==> src/include/decode_defines.svh <==
`ifndef DECODE_DEFINES_SVH
`define DECODE_DEFINES_SVH

// datapath and pc width
`define XLEN 32

// register file geometry
`define REG_COUNT 32
`define REG_ADDR_W 5

`endif

==> src/hw/decodePkg.sv <==
`default_nettype none

`include "decode_defines.svh"

package decodePkg;

    // immediate format select, shared by control unit and extender
    localparam logic [2:0] immSelI = 3'd0;
    localparam logic [2:0] immSelS = 3'd1;
    localparam logic [2:0] immSelB = 3'd2;
    localparam logic [2:0] immSelU = 3'd3;
    localparam logic [2:0] immSelJ = 3'd4;

    typedef struct packed {
        logic [6:0]             funct7;
        logic [`REG_ADDR_W-1:0] rs2;
        logic [`REG_ADDR_W-1:0] rs1;
        logic [2:0]             funct3;
        logic [`REG_ADDR_W-1:0] rd;
        logic [6:0]             opcode;
    } rType_t;

    typedef struct packed {
        logic [11:0]            imm;
        logic [`REG_ADDR_W-1:0] rs1;
        logic [2:0]             funct3;
        logic [`REG_ADDR_W-1:0] rd;
        logic [6:0]             opcode;
    } iType_t;

    typedef struct packed {
        logic [6:0]             imm11to5;
        logic [`REG_ADDR_W-1:0] rs2;
        logic [`REG_ADDR_W-1:0] rs1;
        logic [2:0]             funct3;
        logic [4:0]             imm4to0;
        logic [6:0]             opcode;
    } sType_t;

    typedef struct packed {
        logic                   imm12;
        logic [5:0]             imm10to5;
        logic [`REG_ADDR_W-1:0] rs2;
        logic [`REG_ADDR_W-1:0] rs1;
        logic [2:0]             funct3;
        logic [3:0]             imm4to1;
        logic                   imm11;
        logic [6:0]             opcode;
    } bType_t;

    typedef struct packed {
        logic [19:0]            imm;        // bits 31:12 of the result
        logic [`REG_ADDR_W-1:0] rd;
        logic [6:0]             opcode;
    } uType_t;

    typedef struct packed {
        logic                   imm20;
        logic [9:0]             imm10to1;
        logic                   imm11;
        logic [7:0]             imm19to12;
        logic [`REG_ADDR_W-1:0] rd;
        logic [6:0]             opcode;
    } jType_t;

    // one instruction word, six ways to read it
    typedef union packed {
        rType_t rType;
        iType_t iType;
        sType_t sType;
        bType_t bType;
        uType_t uType;
        jType_t jType;
    } instrWord_u;

    typedef struct packed {
        logic       regWrite;
        logic [1:0] resultSrc;      // 0 alu, 1 mem, 2 pc+4
        logic       memWrite;
        logic [1:0] jump;           // 1 jal, 2 jalr
        logic [2:0] branch;         // 1..6 beq bne blt bge bltu bgeu
        logic [3:0] aluControl;
        logic       aluSrc;         // 1 selects immediate
        logic [1:0] upperOp;        // 1 zero into A, 2 pc into A
        logic [2:0] memoryOp;       // b, h, w, bu, hu
        logic [2:0] immSrc;
    } ctrlBundle_t;

    typedef struct packed {
        instrWord_u        instr;
        logic [`XLEN-1:0]  pc;
        logic              valid;
    } fetchSlot_t;

    typedef struct packed {
        logic                   en;
        logic [`REG_ADDR_W-1:0] addr;
        logic [`XLEN-1:0]       data;
    } wbPort_t;

    typedef struct packed {
        ctrlBundle_t            ctrl;
        logic [`XLEN-1:0]       rd1;
        logic [`XLEN-1:0]       rd2;
        logic [`XLEN-1:0]       imm;
        logic [`XLEN-1:0]       pc;
        logic [`REG_ADDR_W-1:0] rdAddr;
        logic                   valid;
    } execSlot_t;

endpackage

`default_nettype wire

==> src/hw/controlUnit.sv <==
`default_nettype none

module controlUnit
    import decodePkg::*;
(
    input  instrWord_u  instr,
    output ctrlBundle_t ctrl
);

    localparam logic [6:0] opR     = 7'b0110011;
    localparam logic [6:0] opIArith = 7'b0010011;
    localparam logic [6:0] opLoad  = 7'b0000011;
    localparam logic [6:0] opStore = 7'b0100011;
    localparam logic [6:0] opBranch = 7'b1100011;
    localparam logic [6:0] opJal   = 7'b1101111;
    localparam logic [6:0] opJalr  = 7'b1100111;
    localparam logic [6:0] opLui   = 7'b0110111;
    localparam logic [6:0] opAuipc = 7'b0010111;

    logic [6:0] opcode;
    logic [2:0] funct3;
    logic       bit30;

    assign opcode = instr.rType.opcode;
    assign funct3 = instr.rType.funct3;
    assign bit30  = instr.rType.funct7[5];     // sub / sra select

    always_comb begin
        ctrl = '0;                              // unknown opcode leaves all zero
        case (opcode)
            opR, opIArith: begin
                ctrl.regWrite = 1'b1;
                ctrl.aluSrc   = (opcode == opIArith);
                ctrl.immSrc   = immSelI;
                case (funct3)
                    3'd0: begin
                        // no subi, so bit 30 only matters for R type
                        if (opcode == opR && bit30) ctrl.aluControl = 4'd1;
                        else                        ctrl.aluControl = 4'd0;
                    end
                    3'd1: ctrl.aluControl = 4'd5;          // sll
                    3'd2: ctrl.aluControl = 4'd8;          // slt
                    3'd3: ctrl.aluControl = 4'd9;          // sltu
                    3'd4: ctrl.aluControl = 4'd4;          // xor
                    3'd5: ctrl.aluControl = bit30 ? 4'd7 : 4'd6;   // sra / srl
                    3'd6: ctrl.aluControl = 4'd3;          // or
                    3'd7: ctrl.aluControl = 4'd2;          // and
                    default: ctrl.aluControl = 4'd0;
                endcase
            end

            opLoad: begin
                ctrl.regWrite   = 1'b1;
                ctrl.resultSrc  = 2'd1;                // data from memory
                ctrl.aluControl = 4'd0;                // address = rs1 + imm
                ctrl.aluSrc     = 1'b1;
                ctrl.immSrc     = immSelI;
                case (funct3)
                    3'd0: ctrl.memoryOp = 3'd0;        // lb
                    3'd1: ctrl.memoryOp = 3'd1;        // lh
                    3'd2: ctrl.memoryOp = 3'd2;        // lw
                    3'd4: ctrl.memoryOp = 3'd3;        // lbu
                    3'd5: ctrl.memoryOp = 3'd4;        // lhu
                    default: ctrl.memoryOp = 3'd0;
                endcase
            end

            opStore: begin
                ctrl.memWrite   = 1'b1;
                ctrl.aluControl = 4'd0;
                ctrl.aluSrc     = 1'b1;
                ctrl.immSrc     = immSelS;
                case (funct3)
                    3'd0: ctrl.memoryOp = 3'd0;        // sb
                    3'd1: ctrl.memoryOp = 3'd1;        // sh
                    3'd2: ctrl.memoryOp = 3'd2;        // sw
                    default: ctrl.memoryOp = 3'd0;
                endcase
            end

            opBranch: begin
                ctrl.aluControl = 4'd1;                // compare by subtraction
                ctrl.immSrc     = immSelB;
                case (funct3)
                    3'd0: ctrl.branch = 3'd1;          // beq
                    3'd1: ctrl.branch = 3'd2;          // bne
                    3'd4: ctrl.branch = 3'd3;          // blt
                    3'd5: ctrl.branch = 3'd4;          // bge
                    3'd6: ctrl.branch = 3'd5;          // bltu
                    3'd7: ctrl.branch = 3'd6;          // bgeu
                    default: ctrl.branch = 3'd0;
                endcase
            end

            opJal: begin
                ctrl.regWrite  = 1'b1;
                ctrl.resultSrc = 2'd2;                 // link value pc+4
                ctrl.jump      = 2'd1;
                ctrl.immSrc    = immSelJ;
            end

            opJalr: begin
                ctrl.regWrite  = 1'b1;
                ctrl.resultSrc = 2'd2;
                ctrl.jump      = 2'd2;
                ctrl.immSrc    = immSelI;              // target is rs1 + imm
            end

            opLui, opAuipc: begin
                ctrl.regWrite = 1'b1;
                ctrl.aluSrc   = 1'b1;
                ctrl.upperOp  = (opcode == opLui) ? 2'd1 : 2'd2;   // 0 or pc into A
                ctrl.immSrc   = immSelU;
            end

            default: ctrl = '0;
        endcase
    end

endmodule

`default_nettype wire

==> src/hw/decodeExecReg.sv <==
`default_nettype none

`include "decode_defines.svh"

module decodeExecReg
    import decodePkg::*;
(
    input  logic             clk,
    input  logic             arstN,
    input  logic             stall,
    input  logic             flush,
    input  fetchSlot_t       decodeSlot,
    input  ctrlBundle_t      ctrl,
    input  logic [`XLEN-1:0] imm,
    input  logic [`XLEN-1:0] rd1,
    input  logic [`XLEN-1:0] rd2,
    output execSlot_t        execOut
);

    execSlot_t nextSlot;

    always_comb begin
        nextSlot.ctrl   = decodeSlot.valid ? ctrl : ctrlBundle_t'('0);  // idle slot stays inert
        nextSlot.rd1    = rd1;
        nextSlot.rd2    = rd2;
        nextSlot.imm    = imm;
        nextSlot.pc     = decodeSlot.pc;
        nextSlot.rdAddr = decodeSlot.instr.rType.rd;
        nextSlot.valid  = decodeSlot.valid;
    end

    always_ff @(posedge clk or negedge arstN) begin
        if (!arstN) begin
            execOut <= '0;
        end else if (flush) begin
            execOut.valid <= 1'b0;                  // bubble, beats stall
            execOut.ctrl  <= '0;
        end else if (!stall) begin
            execOut <= nextSlot;
        end
    end

    // a bubble reaching execute must not write anything
    bubbleInert: assert property (
        @(posedge clk) disable iff (!arstN)
        !execOut.valid |-> (!execOut.ctrl.regWrite && !execOut.ctrl.memWrite)
    ) else $error("invalid exec slot carries a write enable");

endmodule

`default_nettype wire

==> src/hw/decodeStage.sv <==
`default_nettype none

`include "decode_defines.svh"

module decodeStage
    import decodePkg::*;
(
    input  logic       clk,
    input  logic       arstN,
    input  logic       stall,
    input  logic       flush,
    input  fetchSlot_t fetchIn,
    input  wbPort_t    wbIn,
    output execSlot_t  execOut
);

    fetchSlot_t       decodeSlot;
    ctrlBundle_t      ctrl;
    logic [`XLEN-1:0] imm;
    logic [`XLEN-1:0] rd1;
    logic [`XLEN-1:0] rd2;

    fetchDecodeReg uFetchDecodeReg (
        .clk        (clk),
        .arstN      (arstN),
        .stall      (stall),
        .fetchIn    (fetchIn),
        .decodeSlot (decodeSlot)
    );

    controlUnit uControlUnit (
        .instr (decodeSlot.instr),
        .ctrl  (ctrl)
    );

    immExtend uImmExtend (
        .instr  (decodeSlot.instr),
        .immSrc (ctrl.immSrc),
        .imm    (imm)
    );

    regFile uRegFile (
        .clk   (clk),
        .arstN (arstN),
        .rs1   (decodeSlot.instr.rType.rs1),
        .rs2   (decodeSlot.instr.rType.rs2),
        .wbIn  (wbIn),
        .rd1   (rd1),
        .rd2   (rd2)
    );

    decodeExecReg uDecodeExecReg (
        .clk        (clk),
        .arstN      (arstN),
        .stall      (stall),
        .flush      (flush),
        .decodeSlot (decodeSlot),
        .ctrl       (ctrl),
        .imm        (imm),
        .rd1        (rd1),
        .rd2        (rd2),
        .execOut    (execOut)
    );

endmodule

`default_nettype wire

==> src/hw/fetchDecodeReg.sv <==
`default_nettype none

module fetchDecodeReg
    import decodePkg::*;
(
    input  logic       clk,
    input  logic       arstN,
    input  logic       stall,
    input  fetchSlot_t fetchIn,
    output fetchSlot_t decodeSlot
);

    always_ff @(posedge clk or negedge arstN) begin
        if (!arstN) begin
            decodeSlot <= '0;
        end else if (!stall) begin
            decodeSlot <= fetchIn;      // strobe dropped while stalled
        end
    end

    // fetch strobe must be a clean level once out of reset
    validKnown: assert property (
        @(posedge clk) disable iff (!arstN) !$isunknown(fetchIn.valid)
    ) else $error("fetchIn.valid is X");

endmodule

`default_nettype wire

==> src/hw/immExtend.sv <==
`default_nettype none

`include "decode_defines.svh"

module immExtend
    import decodePkg::*;
(
    input  instrWord_u       instr,
    input  logic [2:0]       immSrc,
    output logic [`XLEN-1:0] imm
);

    always_comb begin
        case (immSrc)
            immSelI: imm = {{20{instr.iType.imm[11]}}, instr.iType.imm};
            immSelS: imm = {{20{instr.sType.imm11to5[6]}},
                            instr.sType.imm11to5, instr.sType.imm4to0};
            immSelB: imm = {{19{instr.bType.imm12}}, instr.bType.imm12,
                            instr.bType.imm11, instr.bType.imm10to5,
                            instr.bType.imm4to1, 1'b0};        // halfword aligned
            immSelU: imm = {instr.uType.imm, 12'b0};
            immSelJ: imm = {{11{instr.jType.imm20}}, instr.jType.imm20,
                            instr.jType.imm19to12, instr.jType.imm11,
                            instr.jType.imm10to1, 1'b0};
            default: imm = '0;
        endcase
    end

endmodule

`default_nettype wire

==> src/hw/regFile.sv <==
`default_nettype none

`include "decode_defines.svh"

module regFile
    import decodePkg::*;
(
    input  logic                   clk,
    input  logic                   arstN,
    input  logic [`REG_ADDR_W-1:0] rs1,
    input  logic [`REG_ADDR_W-1:0] rs2,
    input  wbPort_t                wbIn,
    output logic [`XLEN-1:0]       rd1,
    output logic [`XLEN-1:0]       rd2
);

    logic [`XLEN-1:0] regs [`REG_COUNT];

    always_ff @(posedge clk or negedge arstN) begin
        if (!arstN) begin
            for (int i = 0; i < `REG_COUNT; i++) begin
                regs[i] <= '0;
            end
        end else if (wbIn.en && wbIn.addr != '0) begin
            regs[wbIn.addr] <= wbIn.data;           // x0 never written
        end
    end

    // no bypass, same-cycle write shows up next cycle
    assign rd1 = (rs1 == '0) ? '0 : regs[rs1];
    assign rd2 = (rs2 == '0) ? '0 : regs[rs2];

    wbAddrKnown: assert property (
        @(posedge clk) disable iff (!arstN) wbIn.en |-> !$isunknown(wbIn.addr)
    ) else $error("writeback address is X while en is set");

endmodule

`default_nettype wire

==> config.mk <==
export PLATFORM = sky130hd
export DESIGN_NAME = decodeStage
export DESIGN_NICKNAME = d
export VERILOG_FILES = /design/src/hw/decodePkg.sv /design/src/hw/controlUnit.sv /design/src/hw/decodeExecReg.sv /design/src/hw/decodeStage.sv /design/src/hw/fetchDecodeReg.sv /design/src/hw/immExtend.sv /design/src/hw/regFile.sv
export VERILOG_INCLUDE_DIRS = /design/src /design/src/include
export SDC_FILE = /design/constraint.sdc
export NUM_CORES = 2
export LEC_CHECK = 0
export BUFFER_PORTS_ARGS = -buffer_cell sky130_fd_sc_hd__buf_2
export CORE_MARGIN = 5
export CORE_UTILIZATION = 56
export DETAILED_ROUTE_END_ITERATION = 12
export GPL_TIMING_DRIVEN = 0
export HOLD_SLACK_MARGIN = 0.12
export PLACE_DENSITY = 0.76
export SKIP_LAST_GASP = 1
export SLEW_MARGIN = 20
export SYNTH_ARGS = -nofsm -noshare
export SYNTH_HDL_FRONTEND = slang
export SYNTH_SLANG_ARGS = --single-unit
==> constraint.sdc <==
create_clock -name clk -period 1.75 [get_ports clk]
set_input_delay 0.35 -clock clk [delete_from_list [all_inputs] [get_ports clk]]
set_output_delay 0.35 -clock clk [all_outputs]
set_load 0.01 [all_outputs]
======== Word level (Yosys, flattened, before mapping) ========
Index checks and enable logic that the tools add are counted.
storage, ports and cells
  register bits ........................... 1,245
  input port bits ......................... 107
  word-level logic and storage cells ...... 128
operators by class
  $lt $le $gt $ge ......................... 4
  equality and inequality tests ........... 21
  mux-type cells .......................... 33
  bitwise logic cells ..................... 5
  reduce and logical (&&, ||, !) cells .... 14
operator list
  cell                  number
  $bwmux W1024          1
  $bmux W32 S5          2
  $mux W32              7
  $demux W32 S5         1
  $pmux W32 S5          1
  $mux W156             1
  $mux W22              2
  $pmux W4 S8           1
  $pmux W3 S4           2
  $eq A7 B6 Y1 const B  3
  $eq A7 B7 Y1 const B  3
  $ge A6 B6 Y1 const B  3
  $not A5 Y6            3
  $pmux W3 S6           1
  $eq A3 B3 Y1 const B  5
  $eq A7 B5 Y1 const B  2
  $eq A3 B2 Y1 const B  4
  $pmux W2 S2           3
  $logic_not A5 Y1      2
  $pmux W4 S2           1
  $eq A7 B2 Y1 const B  1
  $reduce_or A7 Y1      1
  $eq A3 B1 Y1 const B  2
  $logic_not A3 Y1      2
  13 further kinds      23

======== Longest topological paths before layout ========
  depth after elaboration ................. 8
  gate-level depth with buffers ........... 9

======== Hierarchy ========
Synthesis repeated with hierarchy kept, for this count alone.
unflattened totals
  cells, all modules ...................... 4,143
  area total of the unflattened synthesis .. 64,082.7 um^2
modules (own cells, without submodules)
  module          instances  cells each  area an instance (um^2)  sequential area each (um^2)
  regFile         1          3,513       54,075.6                 25,624.6
  decodeExecReg   1          336         6,459.9                  3,903.7
  fetchDecodeReg  1          137         2,618.8                  1,626.6
  immExtend       1          94          540.5                    0.0
  controlUnit     1          63          387.9                    0.0

======== Least setup slack after synthesis ========
Ideal clock, no wire load.
  path kind ............................... register -> register
  start point ............................. register, netlist name uFetchDecodeReg.decodeSlot[48]
  end point ............................... register, netlist name uDecodeExecReg.execOut[118]
  data arrival time ....................... 1.722 ns
  required time ........................... 1.629 ns
  path slack .............................. -0.093 ns
  stages on the path, launching flop included .. 8
  cells stage by stage .................... dfrtp_1 > buf_6 > buf_6 > buf_4 > mux4_2 > a22oi_1 > nand4_1 > a22o_1
on the way
  cells in the longest elaborated chain, start to end .. 5
  elaborated cells between the ends (all ways) .. 6
  classes of those cells .................. mux: 4; bitwise: 1; reduce/logical: 1
RTL lines
  element                                      RTL line       text
  $not A5 Y6 (implied by the code)             regFile.sv:30  assign rd1 = (rs1 == '0) ? '0 : regs[rs1];
  $bmux W32 S5                                 regFile.sv:30
  $mux W32 (implied by the code) (2 in a row)  regFile.sv:30
  $mux W32 (*)                                 regFile.sv:30
Mark *: on every way between the ends. The rest lies on a longest branch, timed or not. The select of a mux whose other input is x is not followed.
A chain may end at the register's enable or synchronous reset.

======== Worst setup path after layout ========
  start point ............................. register, netlist name uFetchDecodeReg.decodeSlot[54]
  end point ............................... register, netlist name uDecodeExecReg.execOut[73]
on the way
  cells in the longest elaborated chain, start to end .. 5
  elaborated cells between the ends (all ways) .. 6
  classes of those cells .................. mux: 4; bitwise: 1; reduce/logical: 1
RTL lines
  element                                      RTL line       text
  $not A5 Y6 (implied by the code)             regFile.sv:31  assign rd2 = (rs2 == '0) ? '0 : regs[rs2];
  $bmux W32 S5                                 regFile.sv:31
  $mux W32 (implied by the code) (2 in a row)  regFile.sv:31
  $mux W32 (*)                                 regFile.sv:31
Marked as above.

==> flow_metrics.py <==
metrics = {
    "outcome": {
        "status": "finished, violations left",
        "violations": "negative hold slack, negative setup slack",
    },
    "global_route": {
        "grt_pass1_vias": 48400,
        "grt_util_all_layers": 0.392,
        "grt_pass1_wl_um": 340000,
        "globalRouteOverflowTotal": 0,
        "antenna_found_initial": 14,
        "grt_start_max_net_pins": 139,
    },
    "pwr": {
        "leakage_uw": 0.0348,
        "ir_worst_vdd_uv": 998,
        "cellPowerDensity_nw_per_um2": 1200,
    },
    "timing": {
        "fin_crit_ns": 2.55,
        "tightest_slew_ns": 1.26,
        "whs_ns": -0.462,
        "slew_headroom": 0.159,
        "fmax_mhz": 392,
        "tns_ns": -35.93,
        "rsz0062_at_grt": "yes",
        "post-route-period-util": 1.46,
        "worst_slack_ns": -0.802,
        "drv_slew": 0,
        "finalSetupViolCount": 91,
        "clock-skew-final_ns": 0.0332,
        "hold_violations": 92,
    },
    "drt": {
        "post_drt_wl_per_cell_um": 36.0,
        "drt_iter0_drc": 7546,
        "ant_nets": 0,
        "first_pass_iters": 6,
        "drc": 0,
        "totalWireLength_um": 248000,
        "viasPerCell": 7.11,
        "num_vias": 49000,
    },
    "worst_hold_path": {
        "hold_class": "in2async",
    },
    "placement": {
        "gp_congestion": 1.07,
        "placed_cells": 6432,
        "portBuffers": 262,
        "dp_hpwl_um": 167000,
    },
    "clock_network": {
        "cts.clk_slew.worst_paths_ns": 0.06,
        "cts.sinks": 1245,
        "holdBufCountCts": 100,
        "clockBufferDepth": 3,
        "cts_tree": "yes",
        "cts_root_buffer": "clkbuf_16",
        "htreeDepth": 4,
        "clock_latency_ns": 0.80,
        "cts_made_buffers": 136,
    },
    "worst_setup_path": {
        "cp.required_ns": 2.41,
        "crit_start": "uFetchDecodeReg.decodeSlot[54]$_DFFE_PN0N_",
        "path_max_fanout": 10,
        "r2r_slack_ns": -0.80,
        "r2r-start": "uFetchDecodeReg.decodeSlot[54]$_DFFE_PN0N_",
        "cp.arrival_ns": 3.21,
        "critical_path.endpoint": "uDecodeExecReg.execOut[73]$_DFFE_PN0P_",
        "endpoint_kind": "register",
        "regToRegEndpoint": "uDecodeExecReg.execOut[73]$_DFFE_PN0P_",
        "critPathKind": "reg2reg",
        "reg2regPathDepth": 7,
        "worst_setup_path_start_kind": "register",
    },
    "floorplan": {
        "ios": 263,
        "die_area_um2": 120000,
        "die_w_um": 346,
        "row_count": 123,
        "die_h_um": 346,
        "start_util": 0.564,
        "core_um2": 112000,
    },
    "logic_synthesis": {
        "synthDistinctLibCells": 56,
        "ys_warn_count": 0,
        "synth_edf_count": 0,
        "synth_compound_area_frac": 0.0604,
        "synthesis.area_um2": 63300,
        "yosys_register_bits": 1245,
        "synth-xor-area-share": 0.000138,
        "ys_async_sr_fraction": 1.00,
        "synth_top_family_by_area": "multiplexers",
        "synth.area.mux_share": 0.376,
        "avgSynthCellArea_um2": 13.6,
        "synth_ff_type": "dfrtp_1",
        "ys_seq_area_frac": 0.492,
        "syn_nets": 4767,
        "synth_fa_ha_area_frac": 0,
        "synth-simple-area-share": 0.0344,
        "syn_inst": 4660,
    },
    "finish": {
        "layout_common_cells": "1217 x dfrtp_1, 1069 x mux2_2, 562 x mux2i_1, 290 x buf_2, 282 x nand2_1",
        "mostFrequentLayoutCell": "dfrtp_1",
        "drive_gt1_frac": 0.441,
        "instances_no_fill": 6896,
        "multiInputGateArea_um2": 30800,
        "nFillCells": 7521,
        "fin_util": 0.683,
        "regArea_um2": 31200,
        "syn_to_final_growth_pct": 21.2,
        "nets": 5385,
    },
    "job": {
        "maxCapViolations": 0,
    },
}
[stage by stage]
step | total power [µW] | instance area [µm²] | setup WS, ns
finish | 92300 | 76700 | -0.802
CTS | 89800 | 75100 | -0.495
global route | 94400 | 76700 | -0.807
floorplan | 50700 | 63500 | -0.0192
global placement | 57600 | 66700 | -26.73
detailed placement | 58500 | 67000 | -2.10
[critical path, stage by stage, from the launching register on]
cell	delay (ns)
dfrtp_2	0.62
and2_1	0.29
buf_8	0.24
clkbuf_16	0.25
a22oi_1	0.10
nand3_2	0.23
nand4_1	0.35
a22o_1	0.31
[kinds of logic (layout without fill, tap and decap cells)]
family / count (synthesis) / after routing
flops: 1245 / 1245
simple gates: 484 / 485
xor+xnor: 1 / 1
buf+inv: 491 / 1215
compound gates: 513 / 513
mux: 1926 / 1926
other cells: 0 / 11
[what timing repair did]
item,in CTS,in global routing
buffers inserted,53,46
cloned,2,14
pin swaps,37,68
setup endpoints to repair,136,258
endpoints found under the hold margin,284,92
resized for setup,509,240
[power breakdown]
| part | switching, µW | leakage, µW | internal [µW] | total [µW] |
|---|---|---|---|---|
| sequential | 4520 | 0.0158 | 34000 | 38600 |
| combinational | 11900 | 0.0166 | 11700 | 23600 |
| clock | 12600 | 0.00230 | 17600 | 30100 |
| total | 29000 | 0.0348 | 63300 | 92300 |
[cells in the mapped netlist (56+ instances only)]
cell      number  area [µm²]
mux2i_1      593        5940
buf_4         56         420
clkbuf_1     235         882
a22oi_1      210        1580
buf_2        100         500
nand3_1       57         285
nand2_1      288        1080
mux2_2      1069       12000
a22o_1        70         613
dfrtp_1     1245       31200
buf_1         71         267
mux4_2       252        5680
[layout make-up]
class / count / share of cell area
multi-input combinational: 2925 / 0.402
tap: 1500 / 0.0245
antenna: 11 / 0.000359
clock inverter: 52 / 0.00752
inverter: 7 / 0.000391
timing repair buffer: 486 / 0.0537
clock buffer: 193 / 0.0526
sequential: 1245 / 0.406
buffer: 477 / 0.0528
[flip-flops by register name (all words and copies together) (netlist names)]
register	flops
uFetchDecodeReg.decodeSlot	65
uRegFile.regs	1024
uDecodeExecReg.execOut	156
[per-layer routing]
| metal | global-route usage | vias to the layer above | share of wire |
|---|---|---|---|
| met4 | 0.293 | 10 | 0.093 |
| met2 | 0.561 | 4232 | 0.42 |
| met1 | 0.485 | 24800 | 0.34 |
| met3 | 0.148 | 1217 | 0.14 |
| li1 | - | 18800 | - |
| met5 | 0.00118 | - | 0.00032 |
[worst min-delay path by stage]
stage | slack (ns) | from | end
2_1_floorplan | 0.05 | arstN | uDecodeExecReg.execOut[0]$_DFFE_PN0P_
3_3_place_gp | 0.44 | uFetchDecodeReg.decodeSlot[14]$_DFFE_PN0N_ | uDecodeExecReg.execOut[19]$_DFFE_PN0P_
3_5_place_dp | 0.36 | arstN | uRegFile.regs[858]$_DFFE_PN0P_
4_1_cts | -0.44 | arstN | uRegFile.regs[855]$_DFFE_PN0P_
5_1_grt | -0.38 | arstN | uRegFile.regs[826]$_DFFE_PN0P_
6_report | -0.46 | arstN | uRegFile.regs[858]$_DFFE_PN0P_
(Power assumes the default switching activity.)
